--- config.mk ---
export PLATFORM = sky130hd
export DESIGN_NAME = windowAssembler
export DESIGN_NICKNAME = d
export VERILOG_FILES = /design/src/logic/pyramidPkg.sv /design/src/logic/windowAssembler.sv
export SDC_FILE = /design/constraint.sdc
export NUM_CORES = 1
export LEC_CHECK = 0
export ABC_AREA = 1
export BUFFER_PORTS_ARGS = -buffer_cell sky130_fd_sc_hd__buf_2
export CAP_MARGIN = 20
export CORE_AREA = 4 4 213 215
export CTS_BUF_LIST = sky130_fd_sc_hd__clkbuf_8
export DETAILED_ROUTE_END_ITERATION = 8
export DIE_AREA = 0 0 217 219
export PLACE_DENSITY_LB_ADDON = 0.15
export SLEW_MARGIN = 20
export SYNTH_ARGS = -nofsm -noshare
export SYNTH_HDL_FRONTEND = slang
export SYNTH_SLANG_ARGS = --single-unit
--- constraint.sdc ---
create_clock -name clk -period 1.4 [get_ports clk]
set_input_delay 0.14 -clock clk [delete_from_list [all_inputs] [get_ports clk]]
set_output_delay 0.14 -clock clk [all_outputs]
set_load 0.02 [all_outputs]
--- src/logic/pyramidPkg.sv ---
package pyramidPkg;

    //////////////////////////////////////////////////
    // pixel and level widths
    //////////////////////////////////////////////////
    localparam int PIX_W = 8;
    localparam int LVL_W = 3;       // enough for SIDE 64 down to WIN 4

    //////////////////////////////////////////////////
    // wishbone register map
    //////////////////////////////////////////////////
    localparam logic [15:0] CTRL_ADDR = 16'hFFFF;    // control/status word

    localparam int CTRL_START = 0;  // write bit, starts a run
    localparam int STAT_BUSY  = 0;  // read bits
    localparam int STAT_DONE  = 1;

    //////////////////////////////////////////////////
    // sequencer states
    //////////////////////////////////////////////////
    typedef enum logic [2:0] {
        IDLE,
        SCAN,           // one read per cycle inside a window
        DRAIN,          // last read data lands
        HANDOFF,        // window waits for the classifier
        NEXT_LEVEL
    } seqState_t;

    // side of the decimated image at a given level
    function automatic int levelSide(input int side, input int lvl);
        int result;
        result = side >> lvl;
        return result;
    endfunction

endpackage

--- src/logic/windowAssembler.sv ---
`timescale 1ns/1ps

module windowAssembler import pyramidPkg::*; #(
    parameter  int SIDE = 32,
    parameter  int WIN  = 8,
    localparam int CW   = $clog2(SIDE),
    localparam int NPIX = WIN * WIN,
    localparam int NW   = $clog2(NPIX)
) (
    input  logic                  clk,
    input  logic                  rst_n,
    input  logic                  pixVld,
    input  logic [PIX_W-1:0]      rdData,
    input  logic                  winStart,
    input  logic [CW-1:0]         originX,
    input  logic [CW-1:0]         originY,
    input  logic [LVL_W-1:0]      level,
    input  logic                  winReady,
    output logic                  winValid,
    output logic [NPIX*PIX_W-1:0] winData,
    output logic [CW-1:0]         winX,
    output logic [CW-1:0]         winY,
    output logic [LVL_W-1:0]      winLevel
);

    logic [NW-1:0] pixCnt;
    logic          lastPix;

    assign lastPix = pixVld && (pixCnt == NW'(NPIX - 1));

    always_ff @(posedge clk or negedge rst_n) begin
        if (!rst_n) begin
            pixCnt   <= '0;
            winValid <= 1'b0;
        end else begin
            if (winStart) begin
                pixCnt <= '0;
            end else if (pixVld) begin
                pixCnt <= pixCnt + 1'b1;    // wraps back to 0 on the last pixel
            end
            if (lastPix) begin
                winValid <= 1'b1;
            end else if (winValid && winReady) begin
                winValid <= 1'b0;
            end
        end
    end

    // raster order in, first pixel ends up in the low byte
    always_ff @(posedge clk) begin
        if (pixVld) winData <= {rdData, winData[NPIX*PIX_W-1:PIX_W]};
        if (winStart) begin
            winX     <= originX;
            winY     <= originY;
            winLevel <= level;
        end
    end

    assert property (@(posedge clk) disable iff (!rst_n)
        winValid && !winReady |=> winValid && $stable(winData) && $stable(winX)
                                  && $stable(winY))
        else $error("window changed before it was accepted");

endmodule

==> flow_metrics.tcl <==
set metrics [dict create \
    grt_pass1_vias 10100 \
    final_nets 1608 \
    hpwl_um 30000 \
    clk_pin_slew_ns 0.06 \
    netlist_instances 573 \
    coreArea_um2 43700 \
    hp-class "input port to flip-flop" \
    rows 77 \
    fillers 2965 \
    grt_usage_pct 18.1 \
    ir_worst_vdd_mv 1.05 \
    yosysUniqueCellTypes 17 \
    yosys_register_bits 532 \
    rrSetupSlack_ns 0.09 \
    syn_nets 600 \
    seq_area_frac_synth_pct 98.7 \
    htreeDepth 3 \
    slew_viol_final 0 \
    fmax_ghz 0.665 \
    min_to "winData[510]" \
    cp.required_ns 1.26 \
    setup_ws_ns -0.103 \
    critPathArrivalTime_ns 1.36 \
    dr.first_iter.drc_count 695 \
    yosysWarnings 0 \
    async_flop_share_pct 1.32 \
    cp-end-kind "primary output" \
    synth-edff-count 525 \
    setup_viol 15 \
    synth.most_common_cell "edfxtp_1" \
    antenna_found_initial 1 \
    ios 552 \
    slowest_stage "edfxtp_1" \
    routedWlPerCell_um 21.6 \
    yosys-top-cells-area "edfxtp_1 98%, dfrtp_1 1.1%, inv_1 0.21%, nand2_1 0.21%, nand4_1 0.19%" \
    relSlewSlack_pct 73.4 \
    dieWidth_um 217 \
    drive_gt1_share_pct 60.6 \
    drc 0 \
    synth_common_cells "525 x edfxtp_1, 9 x inv_1, 9 x nand2_1" \
    root_buffer "clkbuf_8" \
    numCtsBuffers 87 \
    place_area_um2 20100 \
    cts_sinks 532 \
    finalCritPeriodShare_pct 107 \
    worst-r2r-cell-count 3 \
    netlist.area_leader.share_pct 97.6 \
    place.gp.congestion 0.808 \
    die_h_um 219 \
    hold_violations 0 \
    initial_core_util_pct 36.9 \
    cpLargestDelayFamily "flip-flops" \
    hold_start "rdData[6]" \
    syn_to_final_growth_pct 69.8 \
    antenna_left 0 \
    place.port_buffers 551 \
    dieArea_um2 47500 \
    worst_path_largest_cell_delay_ns 0.52 \
    via_per_inst 4.44 \
    clock_skew_ns 0.0279 \
    synth_area_leader_cell "edfxtp_1" \
    grt_start_max_net_pins 75 \
    synth_area_um2 16200 \
    maxCapViolCount 0 \
    cp_cell_sequence "buf_6" \
    hold_depth 2 \
    worst-path-buf-inv 1 \
    cp-start-kind "flip-flop" \
    wl_um 48200 \
    yosys_most_used_dff "edfxtp_1" \
    status "finished with violations" \
    synth_area_per_cell_um2 28.2 \
    violations "negative setup slack" \
    vias 9932 \
    place_ws_ns 0.242 \
    rsz0062_at_grt "yes" \
    diodes 0 \
    cts_buffer_depth 3 \
    p_leak_nw 11.3 \
    post-route-min-period_ns 1.50 \
    p_per_area_nw_per_um2 1320 \
    grt_pass1_wl_um 64000 \
    grt-ovfl-total 0 \
    dr.pass1.iters 4 \
    r2r-start "pixCnt[0]" \
    crit_fanout 2 \
    p_total_mw 36.2 \
    r2r-end "pixCnt[0]" \
    tightest_slew_ns 0.399 \
    crit_type "flip-flop to primary output" \
    cts_tree "done" \
    clock_latency_ns 0.65 \
    finalInstanceArea_um2 27400 \
]
[timing repair]
| action | 4_1_cts | 5_1_grt |
|---|---|---|
| hold buffers | 27 | 0 |
| gates resized for setup | 868 | 146 |
| buffers inserted | 202 | 106 |
| gates cloned | 0 | 0 |
| setup endpoints to repair | 491 | 515 |
| hold endpoints to repair | 97 | 0 |
[cell families after synthesis]
logic type / synth area share (%)
adder cells (fa/ha/maj): 0.0774
AO/OA/AOI/OAI: 0.124
buffers and inverters: 0.232
flip-flops: 98.7
XOR/XNOR: 0.0542
AND/OR/NAND/NOR: 0.852
[state kept, by name, summed over array words and instances, names as in the netlist]
signal,flops
pixCnt,6
winX,5
winValid,1
winData,512
winY,5
winLevel,3
[report_power, final]
| part | switching, mW | internal [mW] | total (mW) |
|---|---|---|---|
| Sequential | 0.673 | 18.6 | 19.2 |
| Clock | 6.06 | 6.64 | 12.7 |
| Combinational | 2.09 | 2.15 | 4.23 |
| Total | 8.82 | 27.4 | 36.2 |
[how the worst max path moves through the flow]
stage / slack, ns / from / cells past startpoint / end
after floorplan: 0.39 / pixCnt[0] / 5 / pixCnt[4]
after global routing: -0.20 / winData[251] / 1 / winData[251]
after global placement: 0.26 / pixVld / 3 / winData[53]
after detailed placement: 0.24 / pixVld / 3 / winData[45]
final: -0.10 / winData[251] / 1 / winData[251]
after CTS: -0.19 / winData[251] / 1 / winData[251]
[cell type report]
type | count | area, µm² | share of cell area [%]
Sequential cell | 532 | 15900 | 58.1
Tap cell | 592 | 741 | 2.70
Timing Repair Buffer | 919 | 8940 | 32.6
Clock buffer | 93 | 1280 | 4.66
Clock inverter | 61 | 319 | 1.16
Inverter | 10 | 37.5 | 0.137
Multi-Input combinational cell | 31 | 179 | 0.652
[stage by stage]
step	utilization, %	hold slack (ns)	std cells	setup TNS, ns
5_1_grt	62.7	0.155	2238	-21.79
4_1_cts	59.9	0.124	2132	-11.44
3_3_place_gp	46.0	-0.0115	1749	0
2_1_floorplan	-	-0.156	573	0
3_5_place_dp	46.0	-0.0101	1749	0
6_report	62.7	0.213	2238	-0.332
[layout by cell type (no fill, tap or decap)]
| cell | n |
|---|---|
| nand3_1 | 3 |
| buf_8 | 1 |
| dfrtp_1 | 7 |
| inv_1 | 39 |
| o21ai_0 | 1 |
| bufinv_16 | 3 |
| nand3_2 | 1 |
| nor2_1 | 2 |
| nor3_1 | 2 |
| dlygate4sd3_1 | 27 |
| nand4_1 | 5 |
| buf_2 | 44 |
| o21ai_1 | 2 |
| ha_1 | 1 |
| xnor2_1 | 1 |
| clkinv_4 | 1 |
| clkinv_1 | 23 |
| buf_12 | 15 |
| nor2_4 | 2 |
| buf_4 | 328 |
| clkbuf_8 | 93 |
| buf_6 | 504 |
| clkinv_2 | 5 |
| nand2_1 | 9 |
| edfxtp_1 | 525 |
| a21oi_1 | 1 |
| nor3b_1 | 1 |
[layer usage]
layer	wire length (µm)	track usage, %	vias up
met3	5810	9.36	61
met5	19	0	-
met4	843	4.90	2
met2	24000	29.3	514
li1	-	-	4350
met1	17500	21.6	5005
No activity file was read; power rests on OpenSTA's default activity.
