$ cat config.mk
export PLATFORM = sky130hd
export DESIGN_NAME = wbFrameLoader
export DESIGN_NICKNAME = d
export VERILOG_FILES = /design/src/logic/pyramidPkg.sv /design/src/logic/wbFrameLoader.sv
export SDC_FILE = /design/constraint.sdc
export NUM_CORES = 1
export LEC_CHECK = 0
export BUFFER_PORTS_ARGS = -buffer_cell sky130_fd_sc_hd__buf_4
export CAP_MARGIN = 20
export CORE_UTILIZATION = 36
export CTS_CLUSTER_SIZE = 25
export DETAILED_ROUTE_END_ITERATION = 8
export PLACE_DENSITY = 0.78
export SLEW_MARGIN = 0
export SYNTH_ARGS = -nofsm -noshare
export SYNTH_HDL_FRONTEND = slang
export SYNTH_SLANG_ARGS = --single-unit
export TNS_END_PERCENT = 20
$ cat constraint.sdc
create_clock -name clk -period 2.9 [get_ports clk]
set_input_delay 0.145 -clock clk [delete_from_list [all_inputs] [get_ports clk]]
set_output_delay 0.145 -clock clk [all_outputs]
set_load 0.005 [all_outputs]
$ cat src/logic/pyramidPkg.sv
package pyramidPkg;

    //////////////////////////////////////////////////
    // pixel and level widths
    //////////////////////////////////////////////////
    localparam int PIX_W = 8;
    localparam int LVL_W = 3;       // enough for SIDE 64 down to WIN 4

    //////////////////////////////////////////////////
    // wishbone register map
    //////////////////////////////////////////////////
    localparam logic [15:0] CTRL_ADDR = 16'hFFFF;    // control/status word

    localparam int CTRL_START = 0;  // write bit, starts a run
    localparam int STAT_BUSY  = 0;  // read bits
    localparam int STAT_DONE  = 1;

    //////////////////////////////////////////////////
    // sequencer states
    //////////////////////////////////////////////////
    typedef enum logic [2:0] {
        IDLE,
        SCAN,           // one read per cycle inside a window
        DRAIN,          // last read data lands
        HANDOFF,        // window waits for the classifier
        NEXT_LEVEL
    } seqState_t;

    // side of the decimated image at a given level
    function automatic int levelSide(input int side, input int lvl);
        int result;
        result = side >> lvl;
        return result;
    endfunction

endpackage

$ cat src/logic/wbFrameLoader.sv
`timescale 1ns/1ps

module wbFrameLoader import pyramidPkg::*; #(
    parameter  int SIDE = 32,
    parameter  int WIN  = 8,
    localparam int AW   = 2 * $clog2(SIDE)
) (
    input  logic             clk,
    input  logic             rst_n,
    input  logic             wbCyc,
    input  logic             wbStb,
    input  logic             wbWe,
    input  logic [15:0]      wbAdr,
    input  logic [PIX_W-1:0] wbDatW,
    input  logic             busy,
    input  logic             done,
    output logic [PIX_W-1:0] wbDatR,
    output logic             wbAck,
    output logic             loadWe,
    output logic [AW-1:0]    loadAddr,
    output logic [PIX_W-1:0] loadData,
    output logic             start
);

    if (SIDE < 2 * WIN) begin : gParamCheck
        $error("frame side must be at least two windows wide");
    end

    logic req;
    logic pixHit, ctrlHit;
    logic idle;

    assign req     = wbCyc & wbStb & ~wbAck;    // new request, not yet acked
    assign pixHit  = (wbAdr[15:AW] == '0);
    assign ctrlHit = (wbAdr == CTRL_ADDR);
    assign idle    = ~busy & ~start;            // start pulse counts as busy already

    always_ff @(posedge clk or negedge rst_n) begin
        if (!rst_n) begin
            wbAck  <= 1'b0;
            loadWe <= 1'b0;
            start  <= 1'b0;
        end else begin
            wbAck  <= req;
            loadWe <= req & wbWe & pixHit & idle;
            start  <= req & wbWe & ctrlHit & wbDatW[CTRL_START] & idle;
        end
    end

    // payload, captured with the request
    always_ff @(posedge clk) begin
        loadAddr <= wbAdr[AW-1:0];      // row*SIDE + col
        loadData <= wbDatW;
        wbDatR            <= '0;
        wbDatR[STAT_BUSY] <= busy;
        wbDatR[STAT_DONE] <= done;
    end

    // no frame write may slip into a running scan
    assert property (@(posedge clk) disable iff (!rst_n) busy |-> !loadWe)
        else $error("pixel write reached the frame RAM while busy");

endmodule

==> results of run 1 <==
final cells by class:
class	count	area share
tap	16	0.0160
clock inverter	1	0.00399
sequential	23	0.379
clock buffer	3	0.0180
multi-input combinational	18	0.0818
timing repair buffer	76	0.501
critical path, stage by stage:
cell	delay, ns
dlygate4sd3_1	0.54
buf_4	0.14
nor2_1	0.09
nand3_1	0.14
nor4_1	0.22
dlygate4sd3_1	0.58
logic make-up after synthesis:
group | count (synthesis) | synth area share
buffers and inverters | 6 | 0.0745
flip-flops | 23 | 0.787
other | 1 | 0.00621
AND/OR/NAND/NOR | 12 | 0.133
metal layers:
metal | vias to the layer above | routed length (um) | part of all wire | GRT usage
met2 | 34 | 1060 | 0.59 | 0.430
met4 | 0 | 52 | 0.029 | 0.115
met5 | - | 0 | 0 | 0
li1 | 288 | - | - | -
met1 | 273 | 566 | 0.32 | 0.193
met3 | 6 | 116 | 0.065 | 0.0298
cells in the final DEF, fill, tap and decap left out:
| cell type | n |
|---|---|
| clkbuf_4 | 3 |
| nor4_1 | 1 |
| dfxtp_1 | 20 |
| nand2_1 | 1 |
| nor3_2 | 1 |
| or4_4 | 1 |
| and3b_1 | 1 |
| nand4_1 | 3 |
| nor2_1 | 1 |
| nand3_1 | 2 |
| dlygate4sd3_1 | 23 |
| dfrtp_1 | 3 |
| conb_1 | 6 |
| buf_4 | 53 |
| or4_1 | 1 |
| clkinv_2 | 1 |
through the flow:
stage / area (um2) / instances / utilization / total power, mW
final: 1250 / 137 / 0.813 / 0.568
after global routing: 1250 / 137 / 0.813 / 0.596
after CTS: 1250 / 137 / 0.813 / 0.572
after detailed placement: 996 / 110 / 0.646 / 0.408
after global placement: 996 / 110 / 0.646 / 0.406
after floorplan: 623 / 47 / - / 0.356
sequential cells by signal, indices dropped and copies added, names as in the netlist:
register and cells:
wbDatR 2, loadWe 1, loadData 8, start 1, loadAddr 10, wbAck 1
power groups by stage:
stage	clock (mW)	combinational [mW]	sequential [mW]
4_1_cts	0.147	0.0884	0.336
5_1_grt	0.162	0.0957	0.338
3_3_place_gp	0	0.0635	0.343
3_5_place_dp	0	0.0646	0.343
2_1_floorplan	0	0.0106	0.345
6_report	0.142	0.0895	0.336
how the worst min path moves through the flow:
stage / start / endpoint / slack, ns
5_1_grt: wbCyc / wbAck / 0.11
3_5_place_dp: rst_n / start / -0.06
3_3_place_gp: rst_n / wbAck / -0.06
6_report: wbCyc / wbAck / 0.13
4_1_cts: wbCyc / wbAck / 0.11
2_1_floorplan: rst_n / loadWe / -0.15
timing repair:
action	CTS	global route
buffers inserted	0	0
hold buffers	23	0
hold endpoints to repair	24	0
endpoints found under the setup margin	0	0
==> reports/results.ini, run 1 <==
[global_routing]
grt_usage=0.212
grt_pass1_vias=653
grt_overflow=0
antenna_found_initial=0
grt_max_degree=14
grt_pass1_wl_um=2800

[die]
io_pins=60
die_area_um2=1850
rows=14
start_util=0.392
core-area_um2=1540
die_h_um=43.0
die_w_um=43.0

[detailed_routing]
dr.first_iter.drc_count=5
drc=0
drtPass1Iterations=3
viasPerCell=4.39
drtAntennaViolNets=0
routedWlPerCell_um=13.1
drt-total-wl_um=1790
vias=601

[timing]
timing.fmax_mhz=620
grt_setup_unrepaired=no
maxSlewViolCount=0
worst_slack_ns=1.29
setup_viol=0
finalHoldViolCount=0
hold_ws_ns=0.126
min_period_over_period=0.556
finClkSkew_ns=0.00330
tns_ns=0
min_period_ns=1.61

[layout]
drive_above_1_share=0.488
nets=153
nFillCells=97
multi_input_area_um2=103
regArea_um2=475
n_antenna_cell=0
area_delta_synth_final_pct=107

[clock_network]
ctsRootBufferMaster=clkbuf_4
cts.sinks=23
clockBufferDepth=2
numCtsBuffers=3
cts_tree=built
clkTransAtPathRegs_ns=0.12
insertion_delay_ns=0.30
htree_levels=1
ctsResizeCount=0

[setup_path]
path_class=primary input to flip-flop
r2r_cells=4
regToRegSetupSlack_ns=1.29
cp_max_fo=2
r2r_start=wbAck
required_ns=3.15
crit_path_end_kind=flip-flop
crit_start=busy
arrival_ns=1.86
cp-endpoint=loadWe
worst_r2r_endpoint=loadWe
worstSetupStartpointType=primary input

[power_and_ir_drop]
switchingPower_mw=0.121
clockPowerShare=0.250
swShare=0.212
p_leak_nw=0.619
ir_drop_v=0.000404
p_int_mw=0.447
p_seq_frac=0.592
cellPowerDensity_nw_per_um2=453
combPwrFrac=0.158

[yosys]
synth-seq-cells=23
yosysMostFrequentCell=dfxtp_1
syn_avg_cell_area_um2=14.4
yosysWarnings=0
netlist.top_cell.by_area=dfxtp_1
synth_common_cells=dfxtp_1, buf_4, dfrtp_1, nand4_1, nand3_1
yosys.cell_types.count=13
async_flop_share=0.130
syn_inst=42
yosys_most_used_dff=dfxtp_1
synth.area.top_cells=dfxtp_1, dfrtp_1, buf_4
synth-edff-count=0
synth.top_cell.area_share=0.663
yosysSeqAreaShare=0.787
netlist_area_um2=604

[placement]
portBuffers=53
place_congestion=0.651
dp_hpwl_um=1080
dp_slack_ns=1.80

[worst_hold_path]
holdPathStages=2
min_path_type=primary input to flip-flop

[status]
status=complete, no violations

[run]
drv_cap=0

(Power assumes the default switching activity.)
==> inputs of run 2 (changes only) <==
--- a/config.mk
+++ b/config.mk
@@ -7,10 +7,10 @@
 export LEC_CHECK = 0
 export BUFFER_PORTS_ARGS = -buffer_cell sky130_fd_sc_hd__buf_4
 export CAP_MARGIN = 20
-export CORE_UTILIZATION = 36
+export CORE_UTILIZATION = 33
 export CTS_CLUSTER_SIZE = 25
 export DETAILED_ROUTE_END_ITERATION = 8
-export PLACE_DENSITY = 0.78
+export PLACE_DENSITY = 0.72
 export SLEW_MARGIN = 0
 export SYNTH_ARGS = -nofsm -noshare
 export SYNTH_HDL_FRONTEND = slang
==> constraint.sdc (replaced) <==
create_clock -name clk -period 1.5 [get_ports clk]
set_input_delay 0.075 -clock clk [delete_from_list [all_inputs] [get_ports clk]]
set_output_delay 0.075 -clock clk [all_outputs]
set_load 0.005 [all_outputs]
==> run 2 against run 1 <==
Hold slack lost 0.097 ns. First-iteration DRC count is 20% lower. Sequential power increased by 93%. Clock power is 92% higher. Flip-flop and latch count unchanged. Design area rose by 1.6%. Non-clock buffer count rose by 1. Clock-buffer cell count rose by 1. Sequential share of layout area fell by 0.60 points. Combinational power is 100% higher. Largest cell class unchanged.
==> reports/results.ini, run 2 (same netlist as run 1, synthesis figures left out) <==
[setup_path]
cpLargestDelayFamily=simple AND/OR/NAND/NOR gates
path_cells=dlygate4sd3_1 > buf_4 > nand4_1 > or4_4 > nor3_2
crit_path_end_kind=flip-flop
slowest_delay_ns=0.55  ; -0.03 ns
r2r_cells=3  ; -1
cp.depth=5  ; -1
cp_max_fo=2  ; unchanged
required_ns=1.73  ; -1.42 ns
critPathBufInv=2  ; -1
path_class=primary input to flip-flop
crit_slowest_cell=dlygate4sd3_1
arrival_ns=1.51  ; -0.35 ns
worstSetupStartpointType=primary input

[global_routing]
grt_overflow=0  ; unchanged
grt_usage=0.209  ; -0.00310
antenna_found_initial=0  ; unchanged
grt_pass1_vias=614  ; -6.0%
grt_pass1_wl_um=2840  ; +1.2%
grt_max_degree=13  ; -1

[die]
die_w_um=44.8  ; +4.2%
start_util=0.350  ; -0.0420
die_area_um2=2010  ; +8.7%
die_h_um=44.8  ; +4.2%
rows=15  ; +1
core-area_um2=1730  ; +12%
io_pins=60  ; unchanged

[power_and_ir_drop]
cellPowerDensity_nw_per_um2=865  ; +91%
ir_drop_v=0.000617  ; +53%
finalPower_mw=1.10  ; +94%
p_leak_nw=0.618  ; -0.22%

[layout]
drive_above_1_share=0.475  ; -0.0122
n_antenna_cell=0  ; unchanged
nets=154  ; +0.65%
fin_cells=147  ; +7.3%
largest_register_ffs=10  ; unchanged
final_common_cell=buf_4
top_register=loadAddr
reg.largest.list=loadAddr: 10 flops, loadData: 8 flops, wbDatR: 2 flops
most-common-layout-cells=buf_4, dlygate4sd3_1, dfxtp_1
area_delta_synth_final_pct=111

[run]
drv_cap=0  ; unchanged

[detailed_routing]
vias=625  ; +4.0%
dr.first_iter.drc_count=4  ; -1
drtAntennaViolNets=0  ; unchanged
drc=0  ; unchanged
routedWlPerCell_um=12.7  ; -2.7%
drt-total-wl_um=1870  ; +4.4%
viasPerCell=4.25  ; -3.1%
drtPass1Iterations=2  ; -1

[placement]
dp_slack_ns=0.456  ; -1.35 ns
dp.cells=119  ; +8.2%
portBuffers=53  ; unchanged
place_congestion=0.684  ; +5.0%

[clock_network]
clockBufferDepth=2  ; unchanged
clkTransAtPathRegs_ns=0.11  ; about the same
cts.sinks=23  ; unchanged
numCtsBuffers=3  ; unchanged
cts_tree=built
ctsRootBufferMaster=clkbuf_4
htree_levels=1  ; unchanged
insertion_delay_ns=0.30  ; about the same
cts_setup_buffers=0  ; unchanged

[status]
status=complete, no violations

[timing]
worst_slack_ns=0.216  ; -1.07 ns
timing.fmax_mhz=779
min_period_ns=1.28
finalHoldViolCount=0  ; unchanged
min_period_over_period=0.856
setup_viol=0  ; unchanged
maxSlewViolCount=0  ; unchanged
grt_setup_unrepaired=no
tns_ns=0  ; unchanged
finClkSkew_ns=0.000142  ; -0.00316 ns

[worst_hold_path]
min_path_type=primary input to flip-flop
holdPathStages=3  ; +1

[run 2: cell count changes in the layout (fill, tap and decap cells not counted), sizes merged]
cell and change:
clkinv -1, clkbuf +1, dlygate4sd3 +1
[run 2: area by class of cell]
cell class / count / area [um2]
fillers: 114 / 453
repair buffers: 77 / 638
multi-input cells: 18 / 103
flip-flops and latches: 23 / 475
well taps: 25 / 31.3
clock buffers: 4 / 26.3
[run 2: per-layer routing]
layer  track usage  wire, um  vias up
met5             0         0        -
li1              -         -      288
met3        0.0560       171        6
met2         0.359       979       41
met4         0.182        61        0
met1         0.207       661      290
[run 2: where the power goes]
| group | internal (mW) | switching [mW] | total (mW) |
|---|---|---|---|
| Clock | 0.104 | 0.168 | 0.272 |
| Combinational | 0.127 | 0.0524 | 0.179 |
| Sequential | 0.642 | 0.00849 | 0.650 |
[run 2: path summary, 6_finish.rpt]
| path | endpoint | start | slack (ns) |
|---|---|---|---|
| setup / recovery | start | wbAdr[15] | 0.22 |
| hold / removal | loadWe | wbAdr[10] | 0.03 |
| setup reg to reg | loadWe | wbAck | 0.39 |
| hold reg to reg | wbAck | wbAck | 0.58 |
| max in group asynchronous | start | rst_n | 1.31 |
| min in group asynchronous | loadWe | rst_n | 0.10 |
[run 2: worst register-to-register path: stages, from the launching register on]
cell	delay (ns)
dfrtp_1	0.39
and3b_1	0.23
nand3_1	0.14
nor4_1	0.26
[run 2: stage by stage]
stage | hold WS (ns) | utilization | instance area (um2)
finish | 0.0287 | 0.738 | 1270
global route | 0.0186 | 0.738 | 1270
CTS | 0.00354 | 0.738 | 1270
detailed placement | -0.134 | 0.583 | 1010
global placement | -0.135 | 0.583 | 1010
floorplan | -0.221 | - | 623
[run 2: what timing repair did]
item                                   CTS  global route
gates resized for setup                  0             0
hold buffers                            24             0
endpoints found under the hold margin   24             0
