<file path="src/logic/pyramidPkg.sv">
package pyramidPkg;

    //////////////////////////////////////////////////
    // pixel and level widths
    //////////////////////////////////////////////////
    localparam int PIX_W = 8;
    localparam int LVL_W = 3;       // enough for SIDE 64 down to WIN 4

    //////////////////////////////////////////////////
    // wishbone register map
    //////////////////////////////////////////////////
    localparam logic [15:0] CTRL_ADDR = 16'hFFFF;    // control/status word

    localparam int CTRL_START = 0;  // write bit, starts a run
    localparam int STAT_BUSY  = 0;  // read bits
    localparam int STAT_DONE  = 1;

    //////////////////////////////////////////////////
    // sequencer states
    //////////////////////////////////////////////////
    typedef enum logic [2:0] {
        IDLE,
        SCAN,           // one read per cycle inside a window
        DRAIN,          // last read data lands
        HANDOFF,        // window waits for the classifier
        NEXT_LEVEL
    } seqState_t;

    // side of the decimated image at a given level
    function automatic int levelSide(input int side, input int lvl);
        int result;
        result = side >> lvl;
        return result;
    endfunction

endpackage

</file>
<file path="src/logic/pyramidSequencer.sv">
`timescale 1ns/1ps

module pyramidSequencer import pyramidPkg::*; #(
    parameter  int SIDE = 32,
    parameter  int WIN  = 8,
    localparam int CW   = $clog2(SIDE),
    localparam int AW   = 2 * CW,
    localparam int OW   = $clog2(WIN)
) (
    input  logic             clk,
    input  logic             rst_n,
    input  logic             start,
    input  logic             winValid,
    input  logic             winReady,
    output logic             busy,
    output logic             done,
    output logic             rdEn,
    output logic             rdBank,
    output logic [AW-1:0]    rdAddr,
    output logic             decWe,
    output logic             decBank,
    output logic [AW-1:0]    decAddr,
    output logic             pixVld,
    output logic             winStart,
    output logic [CW-1:0]    originX,
    output logic [CW-1:0]    originY,
    output logic [LVL_W-1:0] level
);

    localparam logic [CW-1:0] STEP = CW'(WIN / 2);     // half-window stride

    seqState_t state;

    logic [OW-1:0] offX, offY;      // position inside the window
    logic [CW-1:0] pixX, pixY;      // position inside the level
    logic [CW-1:0] lastOrigin;
    logic [CW-1:0] rdBase, decBase;
    int            curSide;

    //////////////////////////////////////////////////
    // level geometry
    //////////////////////////////////////////////////
    // level 0 stays whole in bank 0 so a restart can rerun the frame.
    // decimated levels are tiled along the columns of bank 1,
    // level L starting at column SIDE - 2*side(L)
    always_comb begin
        curSide    = levelSide(SIDE, int'(level));
        lastOrigin = CW'(curSide - WIN);
        rdBase     = CW'(SIDE - 2 * curSide);  // wraps to 0 for level 0
        decBase    = CW'(SIDE - curSide);      // base of the next level
    end

    assign pixX     = originX + CW'(offX);
    assign pixY     = originY + CW'(offY);
    assign rdEn     = (state == SCAN);
    assign rdAddr   = {pixY, rdBase + pixX};
    assign winStart = rdEn && (offX == '0) && (offY == '0);
    assign busy     = (state != IDLE);

    //////////////////////////////////////////////////
    // window and level walker
    //////////////////////////////////////////////////
    always_ff @(posedge clk or negedge rst_n) begin
        if (!rst_n) begin
            state   <= IDLE;
            done    <= 1'b0;
            level   <= '0;
            rdBank  <= 1'b0;
            originX <= '0;
            originY <= '0;
            offX    <= '0;
            offY    <= '0;
        end else begin
            case (state)
                IDLE: begin
                    if (start) begin
                        done    <= 1'b0;
                        level   <= '0;
                        rdBank  <= 1'b0;
                        originX <= '0;
                        originY <= '0;
                        offX    <= '0;
                        offY    <= '0;
                        state   <= SCAN;
                    end
                end
                SCAN: begin
                    offX <= offX + 1'b1;            // wraps, WIN is a power of two
                    if (offX == OW'(WIN - 1)) begin
                        offY <= offY + 1'b1;
                        if (offY == OW'(WIN - 1)) state <= DRAIN;
                    end
                end
                DRAIN: state <= HANDOFF;
                HANDOFF: begin
                    if (winValid && winReady) begin
                        state <= SCAN;
                        if (originX == lastOrigin) begin
                            originX <= '0;
                            if (originY == lastOrigin) begin
                                originY <= '0;
                                state   <= NEXT_LEVEL;
                            end else begin
                                originY <= originY + STEP;
                            end
                        end else begin
                            originX <= originX + STEP;
                        end
                    end
                end
                NEXT_LEVEL: begin
                    if (levelSide(SIDE, int'(level) + 1) < WIN) begin
                        done  <= 1'b1;      // next level too small for a window
                        state <= IDLE;
                    end else begin
                        level  <= level + 1'b1;
                        rdBank <= 1'b1;
                        state  <= SCAN;
                    end
                end
                default: state <= IDLE;
            endcase
        end
    end

    //////////////////////////////////////////////////
    // decimation, one stage behind the read
    //////////////////////////////////////////////////
    always_ff @(posedge clk or negedge rst_n) begin
        if (!rst_n) begin
            decWe  <= 1'b0;
            pixVld <= 1'b0;
        end else begin
            decWe  <= rdEn & ~pixX[0] & ~pixY[0];   // even pixels only
            pixVld <= rdEn;
        end
    end

    always_ff @(posedge clk) begin
        decBank <= 1'b1;    // every decimated level lands in bank 1
        decAddr <= {pixY >> 1, decBase + (pixX >> 1)};
    end

    // the window buffer is never overwritten while it waits
    assert property (@(posedge clk) disable iff (!rst_n) winValid |-> !rdEn)
        else $error("read issued while a window waits for hand-off");

endmodule

</file>
<file path="config.mk">
export PLATFORM = sky130hd
export DESIGN_NAME = pyramidSequencer
export DESIGN_NICKNAME = d
export VERILOG_FILES = /design/src/logic/pyramidPkg.sv /design/src/logic/pyramidSequencer.sv
export SDC_FILE = /design/constraint.sdc
export NUM_CORES = 1
export LEC_CHECK = 0
export BUFFER_PORTS_ARGS = -buffer_cell sky130_fd_sc_hd__buf_2
export CAP_MARGIN = 0
export CELL_PAD_IN_SITES_DETAIL_PLACEMENT = 1
export CELL_PAD_IN_SITES_GLOBAL_PLACEMENT = 2
export CORE_ASPECT_RATIO = 1.25
export CORE_MARGIN = 5
export CORE_UTILIZATION = 33
export DETAILED_ROUTE_END_ITERATION = 16
export PLACE_DENSITY_LB_ADDON = 0.1
export SLEW_MARGIN = 0
export SYNTH_ARGS = -nofsm -noshare
export SYNTH_HDL_FRONTEND = slang
export SYNTH_SLANG_ARGS = --single-unit
</file>
<file path="constraint.sdc">
create_clock -name clk -period 2.65 [get_ports clk]
set_input_delay 0.53 -clock clk [delete_from_list [all_inputs] [get_ports clk]]
set_output_delay 0.53 -clock clk [all_outputs]
set_load 0.005 [all_outputs]
</file>
==> impl_metrics.json, run 1 <==
{
  "cts_hold_buffers": 0,
  "grt.met3_usage_pct": 3.439,
  "maxSlewHeadroom_pct": 64.58,
  "synth-compound-area-share_pct": 16.03,
  "drt-total-wl_mm": 4.997,
  "fin_worst_skew_ns": 0.01031,
  "via_per_inst": 5.026,
  "crit_top_cell": "ha_1",
  "layout-drive-gt1-share_pct": 30.58,
  "synthFlopType": "dfrtp_1",
  "grt_util_met2_pct": 24.51,
  "antenna_cells": 0,
  "nets": 267,
  "cellPowerDensity_nw_per_um2": 384.4,
  "crit_slowest_cell": "dfrtp_1",
  "maxCapViolCount": 0,
  "fin_setup_tns_ns": 0,
  "wire_per_inst_microns": 16.22,
  "max_freq_ghz": 0.3879,
  "gr-total-overflow": 0,
  "ant_nets": 0,
  "r2r_start": "level[1]$_DFFE_PN0P_",
  "vias": 1548,
  "leakagePower_nw": 1.139,
  "fp-row-count": 31,
  "coreArea_sq_um": 5818,
  "synthAdderAreaFrac_pct": 13.63,
  "clk_pin_slew_ns": 0.07,
  "clkSinkCount": 31,
  "worstReg2RegEnd": "originY[4]$_DFFE_PN0P_",
  "cp-end-kind": "primary output",
  "grt_pass1_wl_mm": 8.445,
  "finalCritPeriodShare_pct": 97.28,
  "ys_async_sr_fraction_pct": 70.97,
  "netlist_instances": 204,
  "p_total_uw": 883.0,
  "antenna_found_initial": 0,
  "cp-start-kind": "flop",
  "worstSkewPairLatency_ns": 0.29,
  "netlist_area_sq_um": 1983,
  "drcViolationCount": 0,
  "synth_common_cells": "22 x dfrtp_1, 20 x ha_1, 20 x nand2_1",
  "clk_path_buf_depth": 2,
  "htreeDepth": 2,
  "dieArea_sq_um": 7669,
  "nFillCells": 689,
  "avgSynthCellArea_sq_um": 9.721,
  "root_buffer": "clkbuf_8",
  "syn2layout_area_growth_pct": 15.84,
  "yosysMostFrequentCell": "dfrtp_1",
  "synth_top_family_by_area": "compound AO/OA/AOI/OAI gates",
  "muxShareOfSynthArea_pct": 1.073,
  "synth_top_area_share_pct": 27.76,
  "numCtsBuffers": 5,
  "start_util_pct": 34.09,
  "setup_viol": 0,
  "crit_fanout": 4,
  "busiest_layer": "met2",
  "synth_edf_count": 0,
  "grt_util_met1_pct": 16.27,
  "dp_hpwl_mm": 3.873,
  "slowest_delay_ns": 0.41,
  "crit_chain": "inv_2 > ha_1 > and2_1 > ha_1 > o21a_1 > nor2_2 > xnor2_1 > buf_2",
  "min_period_ns": 2.578,
  "yosys.area_share.simple_pct": 15.21,
  "synthXorXnorAreaFrac_pct": 6.940,
  "reg2reg_depth": 8,
  "port_buffers": 39,
  "synth_area_leader_cell": "dfrtp_1",
  "worstPathRequired_ns": 2.12,
  "worst_pin_slew_ns": 0.5314,
  "ys_ff_latch": 31,
  "num_io_pins": 46,
  "status": "finished clean",
  "hold_viol_final": 0,
  "track_usage_pct": 13.97,
  "r2r_slack_ns": 0.53,
  "maxSlewViolCount": 0,
  "die_w_microns": 79.34,
  "ys_types": 55,
  "synth.area.top_cells": "dfrtp_1 28%, ha_1 13%, dfxtp_1 9.1%, buf_4 3.8%, nand2_1 3.8%",
  "arrival_ns": 2.05,
  "ys_seq_area_share_pct": 36.85,
  "yosys_warnings": 0,
  "globalplace.congestion": 0.7773,
  "tritoncts": "yes",
  "drt_pass1_iterations": 4,
  "hold_class": "in -> async",
  "peakVddDrop_v": 0.0001556,
  "grt_max_degree": 23,
  "die_h_microns": 96.67,
  "critPathKind": "reg -> out",
  "grt_pass1_vias": 1703,
  "drt_iter0_drc": 57
}
[routing by layer]
| layer | vias up | part of all wire [%] |
|---|---|---|
| li1 | 754 | - |
| met1 | 759 | 43 |
| met2 | 26 | 52 |
| met3 | 9 | 3.3 |
| met4 | 0 | 1.6 |
| met5 | - | 0 |
[cell type report]
type | instances | area, sq um | area share [%]
tap | 66 | 82.58 | 3.595
multi-input combinational | 141 | 1091 | 47.49
sequential | 31 | 733.2 | 31.92
clock buffer | 7 | 86.33 | 3.758
clock inverter | 1 | 5.005 | 0.2179
timing repair buffer | 43 | 225.2 | 9.804
inverter | 19 | 73.82 | 3.214
[logic make-up (layout without fill, tap and decap cells)]
group | count (synthesis) | after routing
simple gates | 56 | 56
fa+ha+maj | 21 | 21
xor+xnor | 14 | 14
mux | 2 | 2
flops | 31 | 31
compound gates | 42 | 42
other cells | 2 | 6
buf+inv | 36 | 70
[cell usage in the layout, fill, tap and decap left out, drive strengths merged, types with 2 or more instances in the layout]
cell type / count
nand2b: 2
o21a: 3
o2111ai: 2
a21o: 3
xnor2: 9
a31oi: 3
nand3: 10
o211ai: 2
dfrtp: 22
inv: 19
ha: 20
xor2: 5
a21boi: 2
dfxtp: 9
buf: 43
a31o: 2
nor3: 3
nor2: 9
a32o: 3
a21oi: 7
clkbuf: 7
a22oi: 2
nand2: 21
o21ai: 8
conb: 6
[per-stage QoR]
stage          cells  instance area [sq um]  hold slack (ns)  utilization [%]  setup WS (ns)
4_1_cts          308                   2275           0.2375            39.10       0.002986
2_1_floorplan    208                   1998           0.2344                -         0.4589
3_3_place_gp     298                   2166           0.4279            37.23         0.3838
5_1_grt          308                   2297           0.2506            39.48      -0.007021
3_5_place_dp     298                   2166           0.4508            37.23         0.3107
6_report         308                   2297           0.2176            39.48        0.07200
[registers in the layout (all words and copies together) (netlist names), 3 cells and up]
register,flops
originY,3
offY,3
state,3
level,3
offX,3
originX,3
decAddr,9
[worst max-delay path: cells and delay by family, from the launching register on]
| kind | cells | cell delay, ns |
|---|---|---|
| AOI/OAI and AO/OA | 1 | 0.20 |
| xor gates and xnor gates | 1 | 0.15 |
| adders and majority gates | 2 | 0.50 |
| buffers and inverters | 2 | 0.23 |
| DFF | 1 | 0.41 |
| and+or+nand+nor | 2 | 0.28 |
[power by group]
part           switching [mW]  leakage [nW]  total (mW)  internal [mW]
Sequential                  0         0.347       0.471          0.471
Clock                   0.186        0.0482       0.396          0.210
Combinational          0.0131         0.744      0.0166        0.00349
Total                   0.199          1.14       0.883          0.684
[worst max path at each step]
stage | from | to | slack (ns) | depth (start not counted)
6_report | level[1]$_DFFE_PN0P_ | rdAddr[3] | 0.07 | 8
2_1_floorplan | level[1]$_DFFE_PN0P_ | rdAddr[2] | 0.46 | 7
5_1_grt | level[1]$_DFFE_PN0P_ | rdAddr[3] | -0.007 | 8
4_1_cts | level[0]$_DFFE_PN0P_ | rdAddr[4] | 0.003 | 8
3_3_place_gp | level[0]$_DFFE_PN0P_ | rdAddr[4] | 0.38 | 8
3_5_place_dp | level[0]$_DFFE_PN0P_ | rdAddr[4] | 0.31 | 8
[repair_timing]
item	CTS	global route
setup endpoints to repair	2	2
gates resized for setup	1	9
gates cloned	0	0
setup buffers	2	0
pin swaps	1	0
endpoints found under the hold margin	0	0
No activity file was read; power rests on OpenSTA's default activity.
==> run 2, diff against run 1 <==
--- a/config.mk
+++ b/config.mk
@@ -11,7 +11,8 @@
 export CELL_PAD_IN_SITES_GLOBAL_PLACEMENT = 2
 export CORE_ASPECT_RATIO = 1.25
 export CORE_MARGIN = 5
-export CORE_UTILIZATION = 33
+export CORE_UTILIZATION = 34
+export CTS_BUF_LIST = sky130_fd_sc_hd__clkbuf_4
 export DETAILED_ROUTE_END_ITERATION = 16
 export PLACE_DENSITY_LB_ADDON = 0.1
 export SLEW_MARGIN = 0
==> impl_metrics.json, run 2 (synthesis results as in run 1) <==
{
  "layout-drive-gt1-share_pct": 34.29,
  "maxSlewViolCount": 0,
  "worstSkewPairLatency_ns": 0.33,
  "layout_common_cells": "39 x buf_2, 20 x nand2_1, 18 x dfrtp_1, 15 x inv_1, 15 x ha_1",
  "leakagePower_nw": 1.138,
  "numCtsBuffers": 5,
  "post-place-cells": 298,
  "start_util_pct": 34.55,
  "ant_nets": 0,
  "hold_class": "in -> async",
  "worstPathRequired_ns": 2.12,
  "maxCapViolCount": 0,
  "grt_util_met1_pct": 17.29,
  "drt-total-wl_mm": 5.089,
  "antenna_found_initial": 0,
  "grt_pass1_wl_mm": 8.638,
  "clk_path_buf_depth": 2,
  "pre_cts_slack_ns": 0.3052,
  "status": "finished clean",
  "multi_input_area_sq_um": 1105,
  "setup_viol": 0,
  "wire_per_inst_microns": 16.36,
  "port_buffers": 39,
  "clkSinkCount": 31,
  "cellPowerDensity_nw_per_um2": 337.3,
  "grt.met3_usage_pct": 3.497,
  "hold_viol_final": 0,
  "globalplace.congestion": 0.7649,
  "cts_hold_buffers": 0,
  "peakVddDrop_v": 0.0001413,
  "layout_commonest_cell": "buf_2",
  "die_h_microns": 95.39,
  "grt_util_met2_pct": 27.29,
  "drt_iter0_drc": 54,
  "finalCritPeriodShare_pct": 96.23,
  "num_io_pins": 46,
  "busiest_layer": "met2",
  "vias": 1579,
  "htreeDepth": 2,
  "critPathKind": "reg -> out",
  "dp_hpwl_mm": 3.978,
  "worst_pin_slew_ns": 0.5254,
  "fp-row-count": 31,
  "nets": 270,
  "gr-total-overflow": 0,
  "grt_pass1_vias": 1739,
  "top_register": "decAddr",
  "nFillCells": 673,
  "tritoncts": "yes",
  "via_per_inst": 5.077,
  "seq_area_sq_um": 735.7,
  "critical-path-top-delay-family": "adder cells",
  "max_freq_ghz": 0.3922,
  "slowest_delay_ns": 0.45,
  "clk_pin_slew_ns": 0.11,
  "min_period_ns": 2.550,
  "largest_reg_flops": 9,
  "finalWorstSetupSlack_ns": 0.09998,
  "final_cells": 311,
  "crit_fanout": 5,
  "antenna_cells": 0,
  "dieArea_sq_um": 7470,
  "grt_max_degree": 23,
  "path_buf_inv": 2,
  "cp-end-kind": "primary output",
  "track_usage_pct": 14.85,
  "drcViolationCount": 0,
  "crit_chain": "inv_2 > ha_4 > nand2_1 > ha_1 > a21o_1 > a21oi_2 > xnor2_1 > buf_2",
  "cp-start-kind": "flop",
  "coreArea_sq_um": 5741,
  "maxSlewHeadroom_pct": 64.97,
  "root_buffer": "clkbuf_4",
  "die_w_microns": 78.31,
  "crit_slowest_cell": "dfrtp_2",
  "syn2layout_area_growth_pct": 15.77,
  "fin_worst_skew_ns": 0.01266,
  "arrival_ns": 2.02,
  "drt_pass1_iterations": 4
}
-- run 2: cell types whose count changed in the layout (fill, tap and decap cells not counted), sizes merged --
| cell | delta |
|---|---|
| buf | +3 |
| clkinv | +1 |
| clkbuf | -1 |
-- run 2: cell type report --
type,instances,share of cell area [%]
clock buffer,6,1.962
clock inverter,2,0.3815
inverter,19,3.106
multi-input combinational,141,48.12
sequential,31,32.04
tap,66,3.597
timing repair buffer,46,10.79
-- run 2: final timing paths --
kind | endpoint | slack [ns] | cells after the start | startpoint
worst min register to register | rdBank$_DFFE_PN0P_ | 0.49 | 2 | rdBank$_DFFE_PN0P_
worst max-delay path | rdAddr[4] | 0.1 | 8 | level[1]$_DFFE_PN0P_
worst min-delay path | originX[3]$_DFFE_PN0P_ | 0.16 | 1 | rst_n
min in group clk | rdBank$_DFFE_PN0P_ | 0.49 | 2 | rdBank$_DFFE_PN0P_
worst max register to register | originY[4]$_DFFE_PN0P_ | 0.55 | 8 | level[1]$_DFFE_PN0P_
max in group asynchronous | level[0]$_DFFE_PN0P_ | 2.10 | 1 | rst_n
-- run 2: per-stage QoR --
| step | area (sq um) | util, % | power [mW] | hold slack [ns] | setup TNS [ns] |
|---|---|---|---|---|---|
| floorplan | 1998 | - | 0.4902 | 0.2344 | 0 |
| global placement | 2166 | 37.73 | 0.4972 | 0.4423 | 0 |
| detailed placement | 2166 | 37.73 | 0.4975 | 0.4578 | 0 |
| CTS | 2253 | 39.25 | 0.7879 | 0.1684 | 0 |
| global route | 2296 | 40.00 | 0.8125 | 0.1885 | -0.01130 |
| finish | 2296 | 40.00 | 0.7745 | 0.1562 | 0 |
-- run 2: where the power goes --
| part | internal, mW | total [mW] | switching (mW) | leakage (nW) |
|---|---|---|---|---|
| registers | 0.471 | 0.471 | 0 | 0.345 |
| clock network | 0.110 | 0.287 | 0.177 | 0.0331 |
| logic | 0.00350 | 0.0168 | 0.0133 | 0.760 |
| total | 0.584 | 0.774 | 0.190 | 1.14 |
-- run 2: per-layer routing --
layer  wire length [microns]  part of all wire (%)
met1                    2193                    43
met2                    2665                    52
met3                     197                   3.9
met4                      32                  0.63
met5                       0                     0
-- run 2: worst register-to-register path, stage by stage (launching register included) --
cell and delay [ns]:
dfrtp_2 0.45, inv_2 0.09, ha_2 0.18, buf_4 0.16, xor2_2 0.22, a21o_1 0.16, nand4_2 0.19, a32o_1 0.33
a22o_1 0.22
-- run 2: timing repair --
action / 4_1_cts / 5_1_grt
gates cloned: 0 / 0
gates resized for setup: 6 / 10
pin swaps: 1 / 0
setup buffers: 2 / 3
setup endpoints to repair: 1 / 3
